## src/divsqrt_config.svh

```systemverilog
// ----------------------------------------
// divsqrt configuration
// float format widths, recurrence length and tag width
// ----------------------------------------
`ifndef DIVSQRT_CONFIG_SVH
`define DIVSQRT_CONFIG_SVH

// fp32 word layout
`define FP_WIDTH  32
`define EXP_BITS  8
`define MAN_BITS  23   // stored fraction, hidden one not included
`define EXP_BIAS  127

// result bits from the recurrence
// 24 significant bits plus two for normalization and sticky
`define QUOT_BITS 26

// tag carried alongside each operation
`define TAG_BITS  8

`endif

```

## src/fp_pkg.sv

```systemverilog
// ----------------------------------------
// fp32 number format
// word views, exception flags, op code
// ----------------------------------------
`include "divsqrt_config.svh"

package fp_pkg;

  // sign / exponent / fraction split of one word
  typedef struct packed {
    logic                 sign;
    logic [`EXP_BITS-1:0] exponent;
    logic [`MAN_BITS-1:0] mantissa;
  } fp32_fields_t;

  // same word, decoded either as a whole or by field
  typedef union packed {
    logic [`FP_WIDTH-1:0] raw;
    fp32_fields_t         fields;
  } fp32_u;

  // ieee exception flags, msb first as in fflags
  typedef struct packed {
    logic nv;  // invalid
    logic dz;  // divide by zero
    logic of;  // overflow
    logic uf;  // underflow
    logic nx;  // inexact
  } fp_status_t;

  typedef enum logic {
    OP_DIV  = 1'b0,
    OP_SQRT = 1'b1
  } fp_op_e;

  // quiet nan returned for every invalid result
  localparam logic [`FP_WIDTH-1:0] CANON_NAN = 32'h7fc00000;

endpackage

```

## src/divsqrt_pkg.sv

```systemverilog
// ----------------------------------------
// divsqrt transactions
// request, prepared operation, response
// ----------------------------------------
`include "divsqrt_config.svh"

package divsqrt_pkg;

  // exponent with sign and headroom for over/underflow
  localparam int unsigned EXP_W = `EXP_BITS + 2;

  typedef struct packed {
    fp_pkg::fp32_u         op_a;  // dividend or radicand
    fp_pkg::fp32_u         op_b;  // divisor, ignored for sqrt
    fp_pkg::fp_op_e        op;
    logic [`TAG_BITS-1:0]  tag;
  } divsqrt_req_t;

  // classified operation handed to the recurrence
  typedef struct packed {
    logic                     special;         // result already known
    fp_pkg::fp32_u            special_res;
    fp_pkg::fp_status_t       special_status;
    logic                     sign;
    logic signed [EXP_W-1:0]  exp;             // biased, before normalization
    logic [`QUOT_BITS-1:0]    man_a;           // 2 int bits for sqrt alignment
    logic [`MAN_BITS:0]       man_b;           // divisor with hidden one
    fp_pkg::fp_op_e           op;
    logic [`TAG_BITS-1:0]     tag;
  } divsqrt_prep_t;

  typedef struct packed {
    fp_pkg::fp32_u         result;
    fp_pkg::fp_status_t    status;
    logic [`TAG_BITS-1:0]  tag;
  } divsqrt_rsp_t;

endpackage

```

## src/divsqrt_classify.sv

```systemverilog
// ----------------------------------------
// operand classification stage
// special results, result exponent, aligned mantissas
// ----------------------------------------
`timescale 1ns/1ps
`include "divsqrt_config.svh"

module divsqrt_classify
  import fp_pkg::*;
  import divsqrt_pkg::*;
(
  input  logic          clk_i,
  input  logic          reset_i,
  input  logic          flush_i,
  input  logic          valid_i,
  output logic          ready_o,
  input  divsqrt_req_t  req_i,
  output logic          valid_o,
  input  logic          ready_i,
  output divsqrt_prep_t prep_o
);

  localparam logic signed [EXP_W-1:0] BIAS = EXP_W'(`EXP_BIAS);

  fp32_u                   a, b;
  logic                    a_zero, a_inf, a_nan;
  logic                    b_zero, b_inf, b_nan;
  logic signed [EXP_W-1:0] ea, eb, e_unb;
  divsqrt_prep_t           prep_d, prep_q;
  logic                    valid_q;

  assign a = req_i.op_a;
  assign b = req_i.op_b;

  // ----------------------------------------
  // operand classes
  // ----------------------------------------
  // subnormals land in the zero class
  assign a_zero = (a.fields.exponent == '0);
  assign a_inf  = (a.fields.exponent == '1) && (a.fields.mantissa == '0);
  assign a_nan  = (a.fields.exponent == '1) && (a.fields.mantissa != '0);
  assign b_zero = (b.fields.exponent == '0);
  assign b_inf  = (b.fields.exponent == '1) && (b.fields.mantissa == '0);
  assign b_nan  = (b.fields.exponent == '1) && (b.fields.mantissa != '0);

  assign ea    = $signed({2'b00, a.fields.exponent});
  assign eb    = $signed({2'b00, b.fields.exponent});
  assign e_unb = ea - BIAS;        // unbiased radicand exponent

  always_comb begin
    prep_d                    = '0;
    prep_d.op                 = req_i.op;
    prep_d.tag                = req_i.tag;
    prep_d.special_res.raw    = CANON_NAN;
    if (req_i.op == OP_DIV) begin
      prep_d.sign  = a.fields.sign ^ b.fields.sign;
      prep_d.exp   = ea - eb + BIAS;
      prep_d.man_a = {2'b00, 1'b1, a.fields.mantissa};  // plain 1.f, no shift
      prep_d.man_b = {1'b1, b.fields.mantissa};
      if (a_nan || b_nan || (a_zero && b_zero) || (a_inf && b_inf)) begin
        prep_d.special           = 1'b1;
        prep_d.special_status.nv = 1'b1;
      end else if (a_inf || b_zero) begin
        prep_d.special                     = 1'b1;
        prep_d.special_res.fields.sign     = prep_d.sign;
        prep_d.special_res.fields.exponent = '1;
        prep_d.special_res.fields.mantissa = '0;
        prep_d.special_status.dz           = ~a_inf;  // only finite / 0
      end else if (a_zero || b_inf) begin
        prep_d.special                     = 1'b1;
        prep_d.special_res.fields.sign     = prep_d.sign;
        prep_d.special_res.fields.exponent = '0;
        prep_d.special_res.fields.mantissa = '0;
      end
    end else begin
      // root exponent is floor(e/2), odd e moves one into the radicand
      prep_d.sign  = 1'b0;
      prep_d.exp   = (e_unb >>> 1) + BIAS;
      prep_d.man_a = e_unb[0] ? {1'b1, a.fields.mantissa, 2'b00}
                              : {2'b01, a.fields.mantissa, 1'b0};
      if (a_nan || (a.fields.sign && !a_zero)) begin
        prep_d.special           = 1'b1;
        prep_d.special_status.nv = 1'b1;
      end else if (a_zero) begin
        prep_d.special                     = 1'b1;  // sqrt(-0) keeps its sign
        prep_d.special_res.fields.sign     = a.fields.sign;
        prep_d.special_res.fields.exponent = '0;
        prep_d.special_res.fields.mantissa = '0;
      end else if (a_inf) begin
        prep_d.special     = 1'b1;
        prep_d.special_res = a;                      // +inf passes through
      end
    end
  end

  // ----------------------------------------
  // stage register
  // ----------------------------------------
  assign ready_o = ready_i | ~valid_q;

  always_ff @(posedge clk_i) begin
    if (reset_i || flush_i) begin
      valid_q <= 1'b0;
    end else if (ready_o) begin
      valid_q <= valid_i;
    end
  end

  always_ff @(posedge clk_i) begin
    if (valid_i && ready_o) begin
      prep_q <= prep_d;
    end
  end

  assign valid_o = valid_q;
  assign prep_o  = prep_q;

endmodule

```

## src/divsqrt_iter.sv

```systemverilog
// ----------------------------------------
// radix-2 divide / square root recurrence
// control fsm, hold register, result packing
// ----------------------------------------
`timescale 1ns/1ps
`include "divsqrt_config.svh"

module divsqrt_iter
  import fp_pkg::*;
  import divsqrt_pkg::*;
(
  input  logic          clk_i,
  input  logic          reset_i,
  input  logic          flush_i,
  input  logic          valid_i,
  output logic          ready_o,
  input  divsqrt_prep_t prep_i,
  output logic          valid_o,
  input  logic          ready_i,
  output divsqrt_rsp_t  rsp_o,
  output logic          busy_o
);

  localparam int unsigned CNT_W   = $clog2(`QUOT_BITS + 1);
  localparam int unsigned REM_W   = `QUOT_BITS + 2;
  localparam int          EXP_MAX = (1 << `EXP_BITS) - 2;  // largest normal

  typedef enum logic [1:0] {IDLE, BUSY, HOLD} fsm_state_e;

  fsm_state_e              state_q, state_d;
  logic                    accept, step, done;
  logic                    out_valid, hold_result, use_held;
  logic [CNT_W-1:0]        cnt_q;       // bits still to produce
  divsqrt_prep_t           prep_q;      // operation context
  logic [REM_W-1:0]        rem_q, cand, trial, diff, rem_sel, rem_d;
  logic [`QUOT_BITS-1:0]   quot_q, rad_q;
  logic                    ge;
  logic                    norm, lost;
  logic signed [EXP_W-1:0] exp_f;
  logic [`MAN_BITS-1:0]    man;
  divsqrt_rsp_t            unit_rsp, held_rsp_q;

  // ----------------------------------------
  // control fsm
  // ----------------------------------------
  assign done = (state_q == BUSY) && (cnt_q == '0);
  assign step = (state_q == BUSY) && (cnt_q != '0);

  always_comb begin
    state_d     = state_q;
    ready_o     = 1'b0;
    out_valid   = 1'b0;
    hold_result = 1'b0;
    use_held    = 1'b0;
    unique case (state_q)
      IDLE: begin
        ready_o = 1'b1;
        if (valid_i) state_d = BUSY;
      end
      BUSY: begin
        if (done) begin
          out_valid = 1'b1;
          if (ready_i) begin
            ready_o = 1'b1;                          // back-to-back start
            state_d = valid_i ? BUSY : IDLE;
          end else begin
            hold_result = 1'b1;                      // park result
            state_d     = HOLD;
          end
        end
      end
      HOLD: begin
        out_valid = 1'b1;
        use_held  = 1'b1;
        if (ready_i) begin
          ready_o = 1'b1;
          state_d = valid_i ? BUSY : IDLE;
        end
      end
      default: state_d = IDLE;
    endcase
    // flush wins over everything
    if (flush_i) begin
      out_valid = 1'b0;
      state_d   = IDLE;
    end
  end

  assign accept = valid_i & ready_o & ~flush_i;

  always_ff @(posedge clk_i) begin
    if (reset_i) begin
      state_q <= IDLE;
      cnt_q   <= '0;
    end else begin
      state_q <= state_d;
      if (accept) begin
        if (prep_i.special)         cnt_q <= '0;  // answer known already
        else if (prep_i.op == OP_DIV) cnt_q <= CNT_W'(`QUOT_BITS);
        else                        cnt_q <= CNT_W'(`QUOT_BITS - 1);  // root in [1,2)
      end else if (step) begin
        cnt_q <= cnt_q - 1'b1;
      end
    end
  end

  // ----------------------------------------
  // recurrence step
  // ----------------------------------------
  always_comb begin
    if (prep_q.op == OP_DIV) begin
      cand  = rem_q;
      trial = REM_W'(prep_q.man_b);
    end else begin
      // bring down the next radicand pair, trial is 4q+1
      cand  = {rem_q[REM_W-3:0], rad_q[`QUOT_BITS-1 -: 2]};
      trial = {quot_q, 2'b01};
    end
    ge      = (cand >= trial);
    diff    = cand - trial;
    rem_sel = ge ? diff : cand;                      // restoring
    rem_d   = (prep_q.op == OP_DIV) ? {rem_sel[REM_W-2:0], 1'b0} : rem_sel;
  end

  always_ff @(posedge clk_i) begin
    if (accept) begin
      prep_q <= prep_i;
      rem_q  <= (prep_i.op == OP_DIV) ? REM_W'(prep_i.man_a) : '0;
      quot_q <= '0;
      rad_q  <= prep_i.man_a;
    end else if (step) begin
      rem_q  <= rem_d;
      quot_q <= {quot_q[`QUOT_BITS-2:0], ge};        // one bit per cycle
      rad_q  <= {rad_q[`QUOT_BITS-3:0], 2'b00};
    end
  end

  // ----------------------------------------
  // normalize, truncate, pack
  // ----------------------------------------
  always_comb begin
    norm  = quot_q[`QUOT_BITS-1];                    // div quotient >= 1
    man   = norm ? quot_q[`QUOT_BITS-2 -: `MAN_BITS] : quot_q[`QUOT_BITS-3 -: `MAN_BITS];
    lost  = (norm ? |quot_q[1:0] : quot_q[0]) | (rem_q != '0);
    exp_f = prep_q.exp - EXP_W'((prep_q.op == OP_DIV) && !norm);
    unit_rsp     = '0;
    unit_rsp.tag = prep_q.tag;
    if (prep_q.special) begin
      unit_rsp.result = prep_q.special_res;
      unit_rsp.status = prep_q.special_status;
    end else if (exp_f > EXP_MAX) begin
      // toward zero saturates at max finite
      unit_rsp.result.fields.sign     = prep_q.sign;
      unit_rsp.result.fields.exponent = `EXP_BITS'(EXP_MAX);
      unit_rsp.result.fields.mantissa = '1;
      unit_rsp.status.of              = 1'b1;
      unit_rsp.status.nx              = 1'b1;
    end else if (exp_f < 1) begin
      unit_rsp.result.fields.sign = prep_q.sign;     // flush to signed zero
      unit_rsp.status.uf          = 1'b1;
      unit_rsp.status.nx          = 1'b1;
    end else begin
      unit_rsp.result.fields.sign     = prep_q.sign;
      unit_rsp.result.fields.exponent = exp_f[`EXP_BITS-1:0];
      unit_rsp.result.fields.mantissa = man;
      unit_rsp.status.nx              = lost;
    end
  end

  // hold register, written when downstream stalls
  always_ff @(posedge clk_i) begin
    if (hold_result) begin
      held_rsp_q <= unit_rsp;
    end
  end

  assign valid_o = out_valid;
  assign rsp_o   = use_held ? held_rsp_q : unit_rsp;
  assign busy_o  = (state_q != IDLE);

  // recurrence must run to the last bit unless flushed
  a_busy_runs: assert property (@(posedge clk_i) disable iff (reset_i)
    (state_q == BUSY && cnt_q != '0 && !flush_i) |=> (state_q == BUSY));

  a_flush_quiet: assert property (@(posedge clk_i) disable iff (reset_i)
    flush_i |=> !valid_o);

endmodule

```

## src/divsqrt_stage_reg.sv

```systemverilog
// ----------------------------------------
// elastic pipeline register
// one valid/ready stage with flush
// ----------------------------------------
`timescale 1ns/1ps

module divsqrt_stage_reg #(
  parameter type payload_t = logic
) (
  input  logic     clk_i,
  input  logic     reset_i,
  input  logic     flush_i,
  // upstream side
  input  logic     valid_i,
  output logic     ready_o,
  input  payload_t data_i,
  // downstream side
  output logic     valid_o,
  input  logic     ready_i,
  output payload_t data_o
);

  logic     valid_q;
  payload_t data_q;
  logic     load;

  // accept when downstream drains us or we only hold a bubble
  assign ready_o = ready_i | ~valid_q;
  assign load    = valid_i & ready_o;

  always_ff @(posedge clk_i) begin
    if (reset_i || flush_i) begin
      valid_q <= 1'b0;             // flush drops whatever sits here
    end else if (ready_o) begin
      valid_q <= valid_i;
    end
  end

  always_ff @(posedge clk_i) begin
    if (load) begin
      data_q <= data_i;
    end
  end

  assign valid_o = valid_q;
  assign data_o  = data_q;

  // stalled payload must not move under the consumer
  a_stall_stable: assert property (@(posedge clk_i) disable iff (reset_i)
    (valid_o && !ready_i) |=> $stable(data_o));

endmodule

```

## src/divsqrt_top.sv

```systemverilog
// ----------------------------------------
// fp32 divide / square root unit
// input reg, classify, recurrence, output reg
// ----------------------------------------
`timescale 1ns/1ps

module divsqrt_top
  import divsqrt_pkg::*;
(
  input  logic         clk_i,
  input  logic         reset_i,
  input  logic         flush_i,
  // request side
  input  logic         in_valid_i,
  output logic         in_ready_o,
  input  divsqrt_req_t req_i,
  // response side
  output logic         out_valid_o,
  input  logic         out_ready_i,
  output divsqrt_rsp_t rsp_o,
  output logic         busy_o
);

  logic          in_valid, in_ready;   // input reg -> classify
  divsqrt_req_t  in_req;
  logic          cls_valid, cls_ready; // classify -> recurrence
  divsqrt_prep_t cls_prep;
  logic          it_valid, it_ready, it_busy;
  divsqrt_rsp_t  it_rsp;

  // ----------------------------------------
  // stage chain
  // ----------------------------------------
  divsqrt_stage_reg #(
    .payload_t ( divsqrt_req_t )
  ) i_in_reg (
    .clk_i   ( clk_i      ),
    .reset_i ( reset_i    ),
    .flush_i ( flush_i    ),
    .valid_i ( in_valid_i ),
    .ready_o ( in_ready_o ),
    .data_i  ( req_i      ),
    .valid_o ( in_valid   ),
    .ready_i ( in_ready   ),
    .data_o  ( in_req     )
  );

  divsqrt_classify i_classify (
    .clk_i   ( clk_i     ),
    .reset_i ( reset_i   ),
    .flush_i ( flush_i   ),
    .valid_i ( in_valid  ),
    .ready_o ( in_ready  ),
    .req_i   ( in_req    ),
    .valid_o ( cls_valid ),
    .ready_i ( cls_ready ),
    .prep_o  ( cls_prep  )
  );

  divsqrt_iter i_iter (
    .clk_i   ( clk_i     ),
    .reset_i ( reset_i   ),
    .flush_i ( flush_i   ),
    .valid_i ( cls_valid ),
    .ready_o ( cls_ready ),
    .prep_i  ( cls_prep  ),
    .valid_o ( it_valid  ),
    .ready_i ( it_ready  ),
    .rsp_o   ( it_rsp    ),
    .busy_o  ( it_busy   )
  );

  divsqrt_stage_reg #(
    .payload_t ( divsqrt_rsp_t )
  ) i_out_reg (
    .clk_i   ( clk_i       ),
    .reset_i ( reset_i     ),
    .flush_i ( flush_i     ),
    .valid_i ( it_valid    ),
    .ready_o ( it_ready    ),
    .data_i  ( it_rsp      ),
    .valid_o ( out_valid_o ),
    .ready_i ( out_ready_i ),
    .data_o  ( rsp_o       )
  );

  // anything in flight anywhere
  assign busy_o = in_valid | cls_valid | it_busy | out_valid_o;

endmodule

```

## config.mk

```make
export PLATFORM = sky130hd
export DESIGN_NAME = divsqrt_top
export DESIGN_NICKNAME = d
export VERILOG_FILES = /design/src/fp_pkg.sv /design/src/divsqrt_pkg.sv /design/src/divsqrt_classify.sv /design/src/divsqrt_iter.sv /design/src/divsqrt_stage_reg.sv /design/src/divsqrt_top.sv
export VERILOG_INCLUDE_DIRS = /design/src
export SDC_FILE = /design/constraint.sdc
export NUM_CORES = 1
export LEC_CHECK = 0
export ABC_AREA = 1
export BUFFER_PORTS_ARGS = -buffer_cell sky130_fd_sc_hd__buf_4
export CAP_MARGIN = 10
export CELL_PAD_IN_SITES_DETAIL_PLACEMENT = 0
export CELL_PAD_IN_SITES_GLOBAL_PLACEMENT = 1
export CORE_ASPECT_RATIO = 0.6
export CORE_UTILIZATION = 40
export CTS_BUF_LIST = sky130_fd_sc_hd__clkbuf_2 sky130_fd_sc_hd__clkbuf_4 sky130_fd_sc_hd__clkbuf_8
export DETAILED_ROUTE_END_ITERATION = 10
export GPL_ROUTABILITY_DRIVEN = 0
export GPL_TIMING_DRIVEN = 1
export PLACE_DENSITY = 0.67
export SETUP_SLACK_MARGIN = 0.15
export SLEW_MARGIN = 10
export SYNTH_ARGS = -nofsm -noshare
export SYNTH_HDL_FRONTEND = slang
export SYNTH_HIERARCHICAL = 1
export SYNTH_SLANG_ARGS = --single-unit
```

## constraint.sdc

```tcl
create_clock -name clk_i -period 18.97 [get_ports clk_i]
set_clock_uncertainty 0.1 [all_clocks]
set_input_delay 1.897 -clock clk_i [delete_from_list [all_inputs] [get_ports clk_i]]
set_output_delay 1.897 -clock clk_i [all_outputs]
set_load 0.005 [all_outputs]
```

* Word-level counts from Yosys, hierarchy flattened
Index checks and enable logic that the tools add are counted.
** Word-level totals
- Bits in registers :: 437
- Bits of input ports :: 78
- Output and inout bits :: 48
- Word-level logic and storage cells :: 175
** Cells by class
- Add/subtract/negate cells :: 7
- Magnitude comparators :: 3
- Eq/ne operators :: 7
- Muxes and demuxes :: 56
- Bitwise gates (word level) :: 19
- Reduce and logical (&&, ||, !) cells :: 36
** Operators with widths (count)
- 28-bit two-way mux :: 6
- 33-bit two-way mux :: 4
- 26-bit two-way mux :: 4
- 32-bit two-way mux :: 3
- 31-bit two-way mux :: 2
- 23-bit logical NOT :: 2
- 23-bit nonzero test :: 2
- 45-bit two-way mux :: 1
- 36-bit two-way mux :: 1
- 34-bit two-way mux :: 1
- 28-bit greater-or-equal comparator :: 1
- 28-bit nonzero test :: 1
- 28-bit subtractor :: 1
- 24-bit two-way mux :: 1
- 23-bit two-way mux :: 1
- 1-bit two-way mux :: 19
- 8-bit equality test, second input constant :: 2
- 8-bit logical NOT :: 2
- 5-bit two-way mux :: 3
- 2-bit two-way mux :: 6
- 1-bit logical AND :: 11
- 10-bit by 8-bit adder with 10-bit output, second input constant :: 1
- 10-bit by 9-bit > comparator with 1-bit output, second input constant :: 1
- 10-bit by 2-bit < comparator with 1-bit output, second input constant :: 1
- other kinds (26) :: 51

* Depth between registers and ports, before layout
Gate-level depths: netlist of the first run.
- Depth in word-level cells :: 8
- Mapped depth :: 20
- Depth with buffers taken out :: 19

* Modules after synthesis
The synthesis of the first run kept the hierarchy.
** By module, submodules not included
- divsqrt_iter :: times used 1, cells an instance 1678, area an instance 13123.8 sq um, seq. area each 6095.8 sq um
- divsqrt_classify :: times used 1, cells an instance 524, area an instance 5257.5 sq um, seq. area each 3173.0 sq um
- divsqrt_stage_reg at i_in_reg :: times used 1, cells an instance 82, area an instance 2250.9 sq um, seq. area each 2212.1 sq um
- divsqrt_stage_reg at i_out_reg :: times used 1, cells an instance 54, area an instance 1410.1 sq um, seq. area each 1371.3 sq um
- divsqrt_top :: times used 1, cells an instance 3, area an instance 11.3 sq um, seq. area each 0.0 sq um

* Least setup slack after synthesis of the first run
Ideal clock, no wire load.
- Path kind :: input to register
- From :: in out_ready_i
- To :: reg i_classify.prep_q (netlist bit i_classify/prep_o[0]), enable pin
- Setup time :: 0.729 ns
- Arrival time :: 9.881 ns
- Required time :: 18.141 ns
- Path slack :: 8.260 ns
- Stages on the path :: 8
- Path buffers :: 0
- Cells stage by stage :: inv_2 nand2_2 nand2_1 nand2_1 nand2_1 inv_1 inv_1 a21boi_0
** Between the ends
- Longest elaborated chain between the ends :: 6
** Ends and longest elaborated chain
- start, declared :: line divsqrt_top.sv:19 : input logic out_ready_i,
- 1-bit bitwise OR * :: line divsqrt_stage_reg.sv:28 : assign ready_o = ready_i | ~valid_q;
- via it_ready :: line divsqrt_top.sv:28 : logic it_valid, it_ready, it_busy;
- 1-bit two-way mux * :: line divsqrt_iter.sv:63, divsqrt_iter.sv:75
- 1-bit two-way mux :: line divsqrt_iter.sv:61 : if (done) begin
- 1-bit one-hot mux with 3 select lines * :: line divsqrt_iter.sv:55 : unique case (state_q)
- via cls_ready :: line divsqrt_top.sv:26 : logic cls_valid, cls_ready;
- 1-bit bitwise OR * :: line divsqrt_classify.sv:99 : assign ready_o = ready_i | ~valid_q;
- 1-bit logical AND * :: line divsqrt_classify.sv:110 : if (valid_i && ready_o) begin
- end signal, assigned :: line divsqrt_classify.sv:111 : prep_q <= prep_d;
- end, declared :: line divsqrt_classify.sv:29 : divsqrt_prep_t prep_d, prep_q;
The timed path passes the listed nets; every way through them passes the cells marked *.
A chain may end at the register's enable or synchronous reset.

* Worst setup path in the final report of the first run
- From :: reg i_iter.state_q[0]
- To :: out in_ready_o
** Between the ends
- Longest elaborated chain between the ends :: 6
- Elaborated cells on any way between the ends :: 8
- Those cells by class :: 2 x eq/ne; 2 x mux; 2 x bitwise; 2 x reduce/logical
** Ends and longest elaborated chain
- start, declared :: line divsqrt_iter.sv:30 : fsm_state_e state_q, state_d;
- start signal, assigned :: line divsqrt_iter.sv:96 : state_q <= state_d;
- 2-bit by 1-bit equality test with 1-bit output :: line divsqrt_iter.sv:46, divsqrt_iter.sv:55
- 1-bit logical AND :: line divsqrt_iter.sv:46 : assign done = (state_q == BUSY) && (cnt_q == '0);
- 1-bit two-way mux :: line divsqrt_iter.sv:61
- 1-bit one-hot mux with 3 select lines * :: line divsqrt_iter.sv:55
- via cls_ready :: line divsqrt_top.sv:26
- 1-bit bitwise OR * :: line divsqrt_classify.sv:99
- via in_ready :: line divsqrt_top.sv:24 : logic in_valid, in_ready;
- 1-bit bitwise OR * :: line divsqrt_stage_reg.sv:28
- end, declared :: line divsqrt_top.sv:15 : output logic in_ready_o,
Marked as above.

==> results of run 1 <==
-- stage by stage --
step,power [mW],worst slack (ps)
2_1_floorplan,1.18,8260
3_3_place_gp,1.22,13870
3_5_place_dp,1.22,13850
4_1_cts,2.02,13360
5_1_grt,2.08,13140
6_report,1.99,13490
-- power by group through the flow --
stage / registers [mW] / logic (mW) / clock network, mW
2_1_floorplan: 1.11 / 0.0748 / 0
3_3_place_gp: 1.11 / 0.111 / 0
3_5_place_dp: 1.11 / 0.113 / 0
4_1_cts: 1.09 / 0.113 / 0.814
5_1_grt: 1.09 / 0.129 / 0.857
6_report: 1.09 / 0.113 / 0.783
-- critical path, cell delays in order, from the launching register on --
cell	delay [ps]
dfxtp_1	380
inv_1	90
ha_1	200
buf_4	310
inv_1	390
buf_4	480
o21ai_2	120
nand2_1	80
nand2_1	100
nand2_1	80
inv_1	40
inv_1	120
nand2_1	130
inv_2	110
nand2_2	60
buf_4	140
-- routing by layer --
| metal | track usage | part of all wire |
|---|---|---|
| met1 | 0.329 | 0.52 |
| met2 | 0.274 | 0.38 |
| met3 | 0.0542 | 0.078 |
| met4 | 0.0519 | 0.017 |
| met5 | 0 | 0 |
-- cells by family (layout without fill, tap and decap cells) --
logic type | Yosys count | in the layout
mux | 1 | 1
fa+ha+maj | 49 | 49
buf+inv | 418 | 598
flops | 440 | 440
other cells | 1 | 26
simple gates | 1183 | 1183
compound gates | 228 | 228
xor+xnor | 21 | 21
-- synth_stat cells (all sizes together), types with 2 or more instances --
cell     number
a21boi       31
dfxtp        36
a31oi         6
nor2        137
buf          46
clkbuf       37
a22oi        26
o22ai         2
nand4        61
ha           48
or2          37
xor2          6
edfxtp      404
o21bai        2
nand3       246
clkinv        2
a21oi        37
o21ai        99
nand3b        8
nor4          2
a2111oi       2
nor3          9
and2          3
inv         333
o221ai       21
xnor2        15
and3          3
nand2       677
-- layout by cell type, fill, tap and decap left out, types with 25 or more instances in the layout --
master and count:
nand2_1 665, edfxtp_1 404, inv_1 322, nand3_1 240, buf_4 138, nor2_1 119, o21ai_0 97, clkbuf_8 71
nand4_1 59, ha_1 48, or2_2 37, dfxtp_1 36, a21oi_1 31, a21boi_0 27, a22oi_1 26, conb_1 25
-- registers in the layout, indices dropped and copies added, names as in the netlist --
register / cells
i_iter/rad_q: 26
i_out_reg/data_o: 45
i_in_reg/valid_o: 1
i_out_reg/valid_o: 1
i_iter/state_q: 2
i_iter/prep_q: 82
i_iter/held_rsp_q: 45
i_classify/valid_o: 1
i_classify/prep_o: 105
i_in_reg/data_o: 73
i_iter/rem_q: 28
i_iter/cnt_q: 5
i_iter/quot_q: 26
-- final cells by class --
type,instances,area (µm²),share of cell area
flip-flops and latches,440,12900,0.514
inverters,335,1260,0.0503
multi-input cells,1507,7650,0.306
clock buffers,89,1110,0.0444
well taps,714,893,0.0357
repair buffers,138,1040,0.0414
diodes,1,2.50,0.000100
clock inverters,36,219,0.00875
-- worst max-delay path by stage --
stage	from	slack [ps]	endpoint
final	i_iter/state_q[0]	13490	in_ready_o
after global routing	i_iter/state_q[0]	13140	in_ready_o
after CTS	i_iter/state_q[0]	13360	in_ready_o
after detailed placement	out_ready_i	13850	in_ready_o
after global placement	out_ready_i	13870	in_ready_o
after floorplan	out_ready_i	8260	i_classify/prep_o[0]
==> results.sh, run 1 <==
export IMPL_ant_nets=0
export IMPL_reg2reg_slack_ps=14220
export IMPL_ys_seq_area_frac=0.583
export IMPL_synth_top_family_by_area="simple AND/OR/NAND/NOR gates"
export IMPL_crit_arrival_ps=3490
export IMPL_critPathRequiredTime_ps=16970
export IMPL_row_count=66
export IMPL_vias_per_cell=5.00
export IMPL_hold_end="i_iter/prep_q[32]"
export IMPL_ys_types=53
export IMPL_io_buffers=125
export IMPL_path_class="flip-flop to primary output"
export IMPL_track_usage=0.208
export IMPL_start_util=0.406
export IMPL_globalRoute_totalOverflow=0
export IMPL_max_clock_freq_mhz=182
export IMPL_hold_violations=0
export IMPL_p_switching_mw=0.466
export IMPL_ir_drop_mv=0.0481
export IMPL_drt_initial_drc_count=1484
export IMPL_wire_per_inst_um=17.7
export IMPL_internal_power_mw=1.52
export IMPL_hold_path_startpoint="i_classify/prep_o[32]"
export IMPL_yosys_mux_area_fraction=0.000454
export IMPL_core_region_area_mm2=0.0543
export IMPL_p_comb_frac=0.057
export IMPL_finalNonFillerCells=3260
export IMPL_die_y_um=184
export IMPL_clk_latency_ps=650
export IMPL_synth_flop_cell="edfxtp_1"
export IMPL_start_kind="flip-flop"
export IMPL_finish_instance_area_mm2=0.0250
export IMPL_nFillCells=5242
export IMPL_synth_top_area_frac=0.550
export IMPL_synth_seq_cells=440
export IMPL_pwr_share_clk=0.394
export IMPL_die_x_um=305
export IMPL_post_route_period_util=0.289
export IMPL_antenna_found_initial=2
export IMPL_synthXorXnorAreaFrac=0.0100
export IMPL_grt_max_degree=103
export IMPL_netlist_area_mm2=0.0221
export IMPL_worstMarginPinSlew_ps=1060
export IMPL_dp_cells=3134
export IMPL_fin_crit_ps=5480
export IMPL_vias=16295
export IMPL_seq_power_share=0.549
export IMPL_power_density_mw_per_mm2=79.4
export IMPL_cts_buffers=69
export IMPL_endpoint_kind="primary output"
export IMPL_h_tree_depth=3
export IMPL_cts_hold_buf=0
export IMPL_reg2reg_depth=16
export IMPL_synth_edff_count=404
export IMPL_ys_warn_count=6
export IMPL_reg2reg_to="i_iter/rem_q[27]"
export IMPL_slew_viol_final=0
export IMPL_cts_repair_resized=0
export IMPL_io_pins=126
export IMPL_finalCoreUtilization=0.461
export IMPL_hold_class="flip-flop to flip-flop"
export IMPL_synthAdderAreaFrac=0.0281
export IMPL_grt_pass1_vias=15370
export IMPL_die_area_mm2=0.0561
export IMPL_ys_top_cells_by_area="edfxtp_1 55%, nand2_1 11%, inv_1 5.5%"
export IMPL_grt_pass1_wl_mm=88.9
export IMPL_cts_setup_buffers=0
export IMPL_cp_max_fo=47
export IMPL_sw_frac_of_total=0.234
export IMPL_holdWs_ps=300
export IMPL_relSlewSlack=0.295
export IMPL_async_reset_ff_frac=0
export IMPL_clk_path_buf_depth=3
export IMPL_cts_tree="yes"
export IMPL_rr_startpoint="i_iter/prep_q[8]"
export IMPL_grt_setup_unrepaired="no"
export IMPL_hpwl_mm=41.8
export IMPL_status="finished clean"
export IMPL_synth_top_area_cell="edfxtp_1"
export IMPL_setup_viol=0
export IMPL_dr_pass1_iters=5
export IMPL_min_path_cells=0
export IMPL_synthCells=2341
export IMPL_synth_simple_area_share=0.237
export IMPL_finalSetupTns_ps=0
export IMPL_cts_root_buf="clkbuf_8"
export IMPL_max_cap_violations=0
export IMPL_numClockSinks=440
export IMPL_avgSynthCellArea_um2=9.42
export IMPL_synth_compound_area_frac=0.0649
export IMPL_fin_nets=2618
export IMPL_wl_mm=57.7
export IMPL_drive_above_1_share=0.139
export IMPL_p_leak_nw=10.7
export IMPL_place_area_mm2=0.0237
export IMPL_drc=0
export IMPL_path_clk_slew_ps=60
export IMPL_syn_to_final_growth_pct=13.5
No activity file was read; power rests on OpenSTA's default activity.
==> run 2: changes to the inputs <==
--- a/config.mk
+++ b/config.mk
@@ -6,7 +6,7 @@
 export SDC_FILE = /design/constraint.sdc
 export NUM_CORES = 1
 export LEC_CHECK = 0
-export ABC_AREA = 1
+export ABC_AREA = 0
 export BUFFER_PORTS_ARGS = -buffer_cell sky130_fd_sc_hd__buf_4
 export CAP_MARGIN = 10
 export CELL_PAD_IN_SITES_DETAIL_PLACEMENT = 0
@@ -17,7 +17,7 @@
 export DETAILED_ROUTE_END_ITERATION = 10
 export GPL_ROUTABILITY_DRIVEN = 0
 export GPL_TIMING_DRIVEN = 1
-export PLACE_DENSITY = 0.67
+export PLACE_DENSITY = 0.64
 export SETUP_SLACK_MARGIN = 0.15
 export SLEW_MARGIN = 10
 export SYNTH_ARGS = -nofsm -noshare
==> constraint.sdc (replaced) <==
create_clock -name clk_i -period 5.2 [get_ports clk_i]
set_clock_uncertainty 0.1 [all_clocks]
set_input_delay 0.52 -clock clk_i [delete_from_list [all_inputs] [get_ports clk_i]]
set_output_delay 0.52 -clock clk_i [all_outputs]
set_load 0.005 [all_outputs]
==> run 2 against run 1 <==
  * Non-clock buffer count grew 93
  * Clock power rose to 3.8 times the previous value
  * Core utilization grew 2.4 points
  * Global-route usage shrank 0.55 points
  * Setup slack got worse by 13000 ps
  * Hold slack worse by 220 ps
  * Highest routed layer unchanged
  * Largest cell class unchanged
  * Register-to-register slack worse by 13000 ps
  * Largest power group unchanged
  * Cell area decreased by 0.98%
==> results.sh, run 2 <==
export IMPL_status="finished clean"
export IMPL_synth_common_cells="404 x edfxtp_1, 207 x nand2_1, 131 x a21oi_1"
export IMPL_ys_seq_area_frac=0.617
export IMPL_die_y_um=179
export IMPL_reg2reg_slack_ps=830
export IMPL_synth_seq_cells=440
export IMPL_cts_buffers=70
export IMPL_internal_power_mw=6.05
export IMPL_cp_max_fo=17
export IMPL_async_reset_ff_frac=0
export IMPL_max_clock_freq_mhz=229
export IMPL_setup_viol=0
export IMPL_synthCells=1674
export IMPL_endpoint_kind="flip-flop"
export IMPL_drt_initial_drc_count=1103
export IMPL_vias_per_cell=5.30
export IMPL_synthAdderAreaFrac=0.0298
export IMPL_start_kind="flip-flop"
export IMPL_syn_to_final_growth_pct=19.0
export IMPL_io_buffers=125
export IMPL_fin_crit_ps=4370
export IMPL_sw_frac_of_total=0.260
export IMPL_track_usage=0.202
export IMPL_core_region_area_mm2=0.0512
export IMPL_slew_viol_final=0
export IMPL_vias=14090
export IMPL_cts_tree="yes"
export IMPL_synth_edff_count=404
export IMPL_nFillCells=4598
export IMPL_cp_slowest_stage_delay_ps=630
export IMPL_synth_compound_area_frac=0.112
export IMPL_numClockSinks=440
export IMPL_cts_repair_resized=0
export IMPL_critPathRequiredTime_ps=5440
export IMPL_largest_register_ffs=105
export IMPL_row_count=64
export IMPL_hold_violations=0
export IMPL_dp_slack_ps=1000
export IMPL_wire_per_inst_um=20.1
export IMPL_fin_nets=2037
export IMPL_grt_pass1_vias=13600
export IMPL_h_tree_depth=3
export IMPL_avgSynthCellArea_um2=12.4
export IMPL_synth_most_common_cell="edfxtp_1"
export IMPL_pwr_share_clk=0.365
export IMPL_grt_setup_unrepaired="no"
export IMPL_hold_path_startpoint="reset_i"
export IMPL_finish_instance_area_mm2=0.0248
export IMPL_path_cells="buf_4 -> mux2_2 -> ha_1 -> a21oi_1 -> o21ai_0 -> a311oi_1 -> o211ai_1 -> a21o_1 -> o21ai_0 -> buf_4 -> a211oi_1"
export IMPL_clk_latency_ps=630
export IMPL_p_comb_frac=0.129
export IMPL_crit_buf_inv=2
export IMPL_clk_path_buf_depth=3
export IMPL_path_clk_slew_ps=60
export IMPL_netlist_area_mm2=0.0208
export IMPL_mostFrequentLayoutCells="404 x edfxtp_1, 206 x nand2_1, 152 x buf_4"
export IMPL_hold_class="input pin to flip-flop"
export IMPL_finalCoreUtilization=0.484
export IMPL_crit_arrival_ps=4610
export IMPL_wl_mm=53.3
export IMPL_synth_flop_cell="edfxtp_1"
export IMPL_io_pins=126
export IMPL_hpwl_mm=36.2
export IMPL_max_cap_violations=0
export IMPL_synth_top_area_frac=0.583
export IMPL_ant_nets=0
export IMPL_dr_pass1_iters=7
export IMPL_grt_max_degree=74
export IMPL_fin_ws_ps=827
export IMPL_ir_drop_mv=0.199
export IMPL_mostFrequentLayoutCell="edfxtp_1"
export IMPL_antenna_found_initial=0
export IMPL_reg2reg_depth=11
export IMPL_p_leak_nw=9.04
export IMPL_grt_pass1_wl_mm=81.0
export IMPL_post_route_period_util=0.841
export IMPL_drc=0
export IMPL_cp_slowest_cell="a311oi_1"
export IMPL_synth_top_area_cell="edfxtp_1"
export IMPL_rr_startpoint="i_iter/prep_q[8]"
export IMPL_yosys_mux_area_fraction=0.0780
export IMPL_worstMarginPinSlew_ps=1140
export IMPL_min_path_cells=2
export IMPL_relSlewSlack=0.241
export IMPL_cp_top_family="compound AO/OA/AOI/OAI gates"
export IMPL_finalNonFillerCells=2656
export IMPL_synth_top_family_by_area="simple AND/OR/NAND/NOR gates"
export IMPL_drive_above_1_share=0.193
export IMPL_start_util=0.407
export IMPL_seq_power_share=0.506
export IMPL_synthXorXnorAreaFrac=0.0200
export IMPL_dp_cells=2456
export IMPL_p_switching_mw=2.12
export IMPL_ys_warn_count=6
export IMPL_path_class="flip-flop to flip-flop"
export IMPL_die_area_mm2=0.0530
export IMPL_synth_simple_area_share=0.116
export IMPL_power_density_mw_per_mm2=330
export IMPL_ys_top_cells_by_area="edfxtp_1 58%, mux2_2 4.0%, mux2i_1 3.8%"
export IMPL_ys_types=93
export IMPL_cts_root_buf="clkbuf_8"
export IMPL_place_area_mm2=0.0226
export IMPL_reg2reg_to="i_iter/rem_q[19]"
export IMPL_hold_end="i_iter/cnt_q[3]"
export IMPL_finalSetupTns_ps=0
export IMPL_globalRoute_totalOverflow=0
export IMPL_die_x_um=297
run 2: stage by stage:
stage                     hold WS (ps)  power (mW)
final                             82.8        8.18
after global routing              32.2        8.55
after CTS                         24.7        8.27
after detailed placement           305        5.20
after global placement             301        5.19
after floorplan                    300        4.86
run 2: worst max path at each step:
| stage | start | to | slack [ps] | cells after the start |
|---|---|---|---|---|
| final | i_iter/prep_q[8] | i_iter/rem_q[19] | 830 | 11 |
| after global placement | i_iter/prep_q[8] | i_iter/rem_q[19] | 1100 | 11 |
| after global routing | i_iter/prep_q[8] | i_iter/rem_q[2] | 680 | 12 |
| after floorplan | i_iter/state_q[0] | i_iter/prep_q[0] | 260 | 9 |
| after CTS | i_iter/prep_q[8] | i_iter/rem_q[2] | 970 | 12 |
| after detailed placement | i_iter/prep_q[8] | i_iter/rem_q[2] | 1000 | 12 |
run 2: cell families (layout without fill, tap and decap cells):
group                      Yosys count  after routing
AOI/OAI and AO/OA                  350            350
buffers and inverters              132            396
xor gates and xnor gates            46             46
other                                1             26
adders and majority gates           49             49
and+or+nand+nor                    503            503
DFF                                440            440
muxes                              153            153
run 2: what timing repair did:
action,CTS,global route
setup buffers,0,0
hold buffers,74,0
endpoints found under the hold margin,75,0
endpoints found under the setup margin,0,0
run 2: layer usage:
layer  vias up  share of wire  wire length [µm]  global-route usage
met1      6867           0.52             27400               0.317
met4         0          0.016               838              0.0479
li1       6748              -                 -                   -
met5         -              0                 0                   0
met2       414           0.40             21100               0.267
met3        61          0.073              3900              0.0590
run 2: area by class of cell:
class                   count  area (µm²)  share of cell area
flip-flops and latches    440       12900               0.519
multi-input cells        1126        7530               0.304
repair buffers            231        1980              0.0800
clock buffers              98        1210              0.0489
well taps                 693         867              0.0350
clock inverters            26         179             0.00722
inverters                  41         156             0.00631
diodes                      1        2.50            0.000101
run 2: power by group through the flow:
stage	Combinational (mW)	Clock, mW	Sequential [mW]
detailed placement	0.992	0	4.21
CTS	1.04	3.09	4.14
global placement	0.981	0	4.21
floorplan	0.711	0	4.15
global route	1.16	3.24	4.15
finish	1.06	2.98	4.14
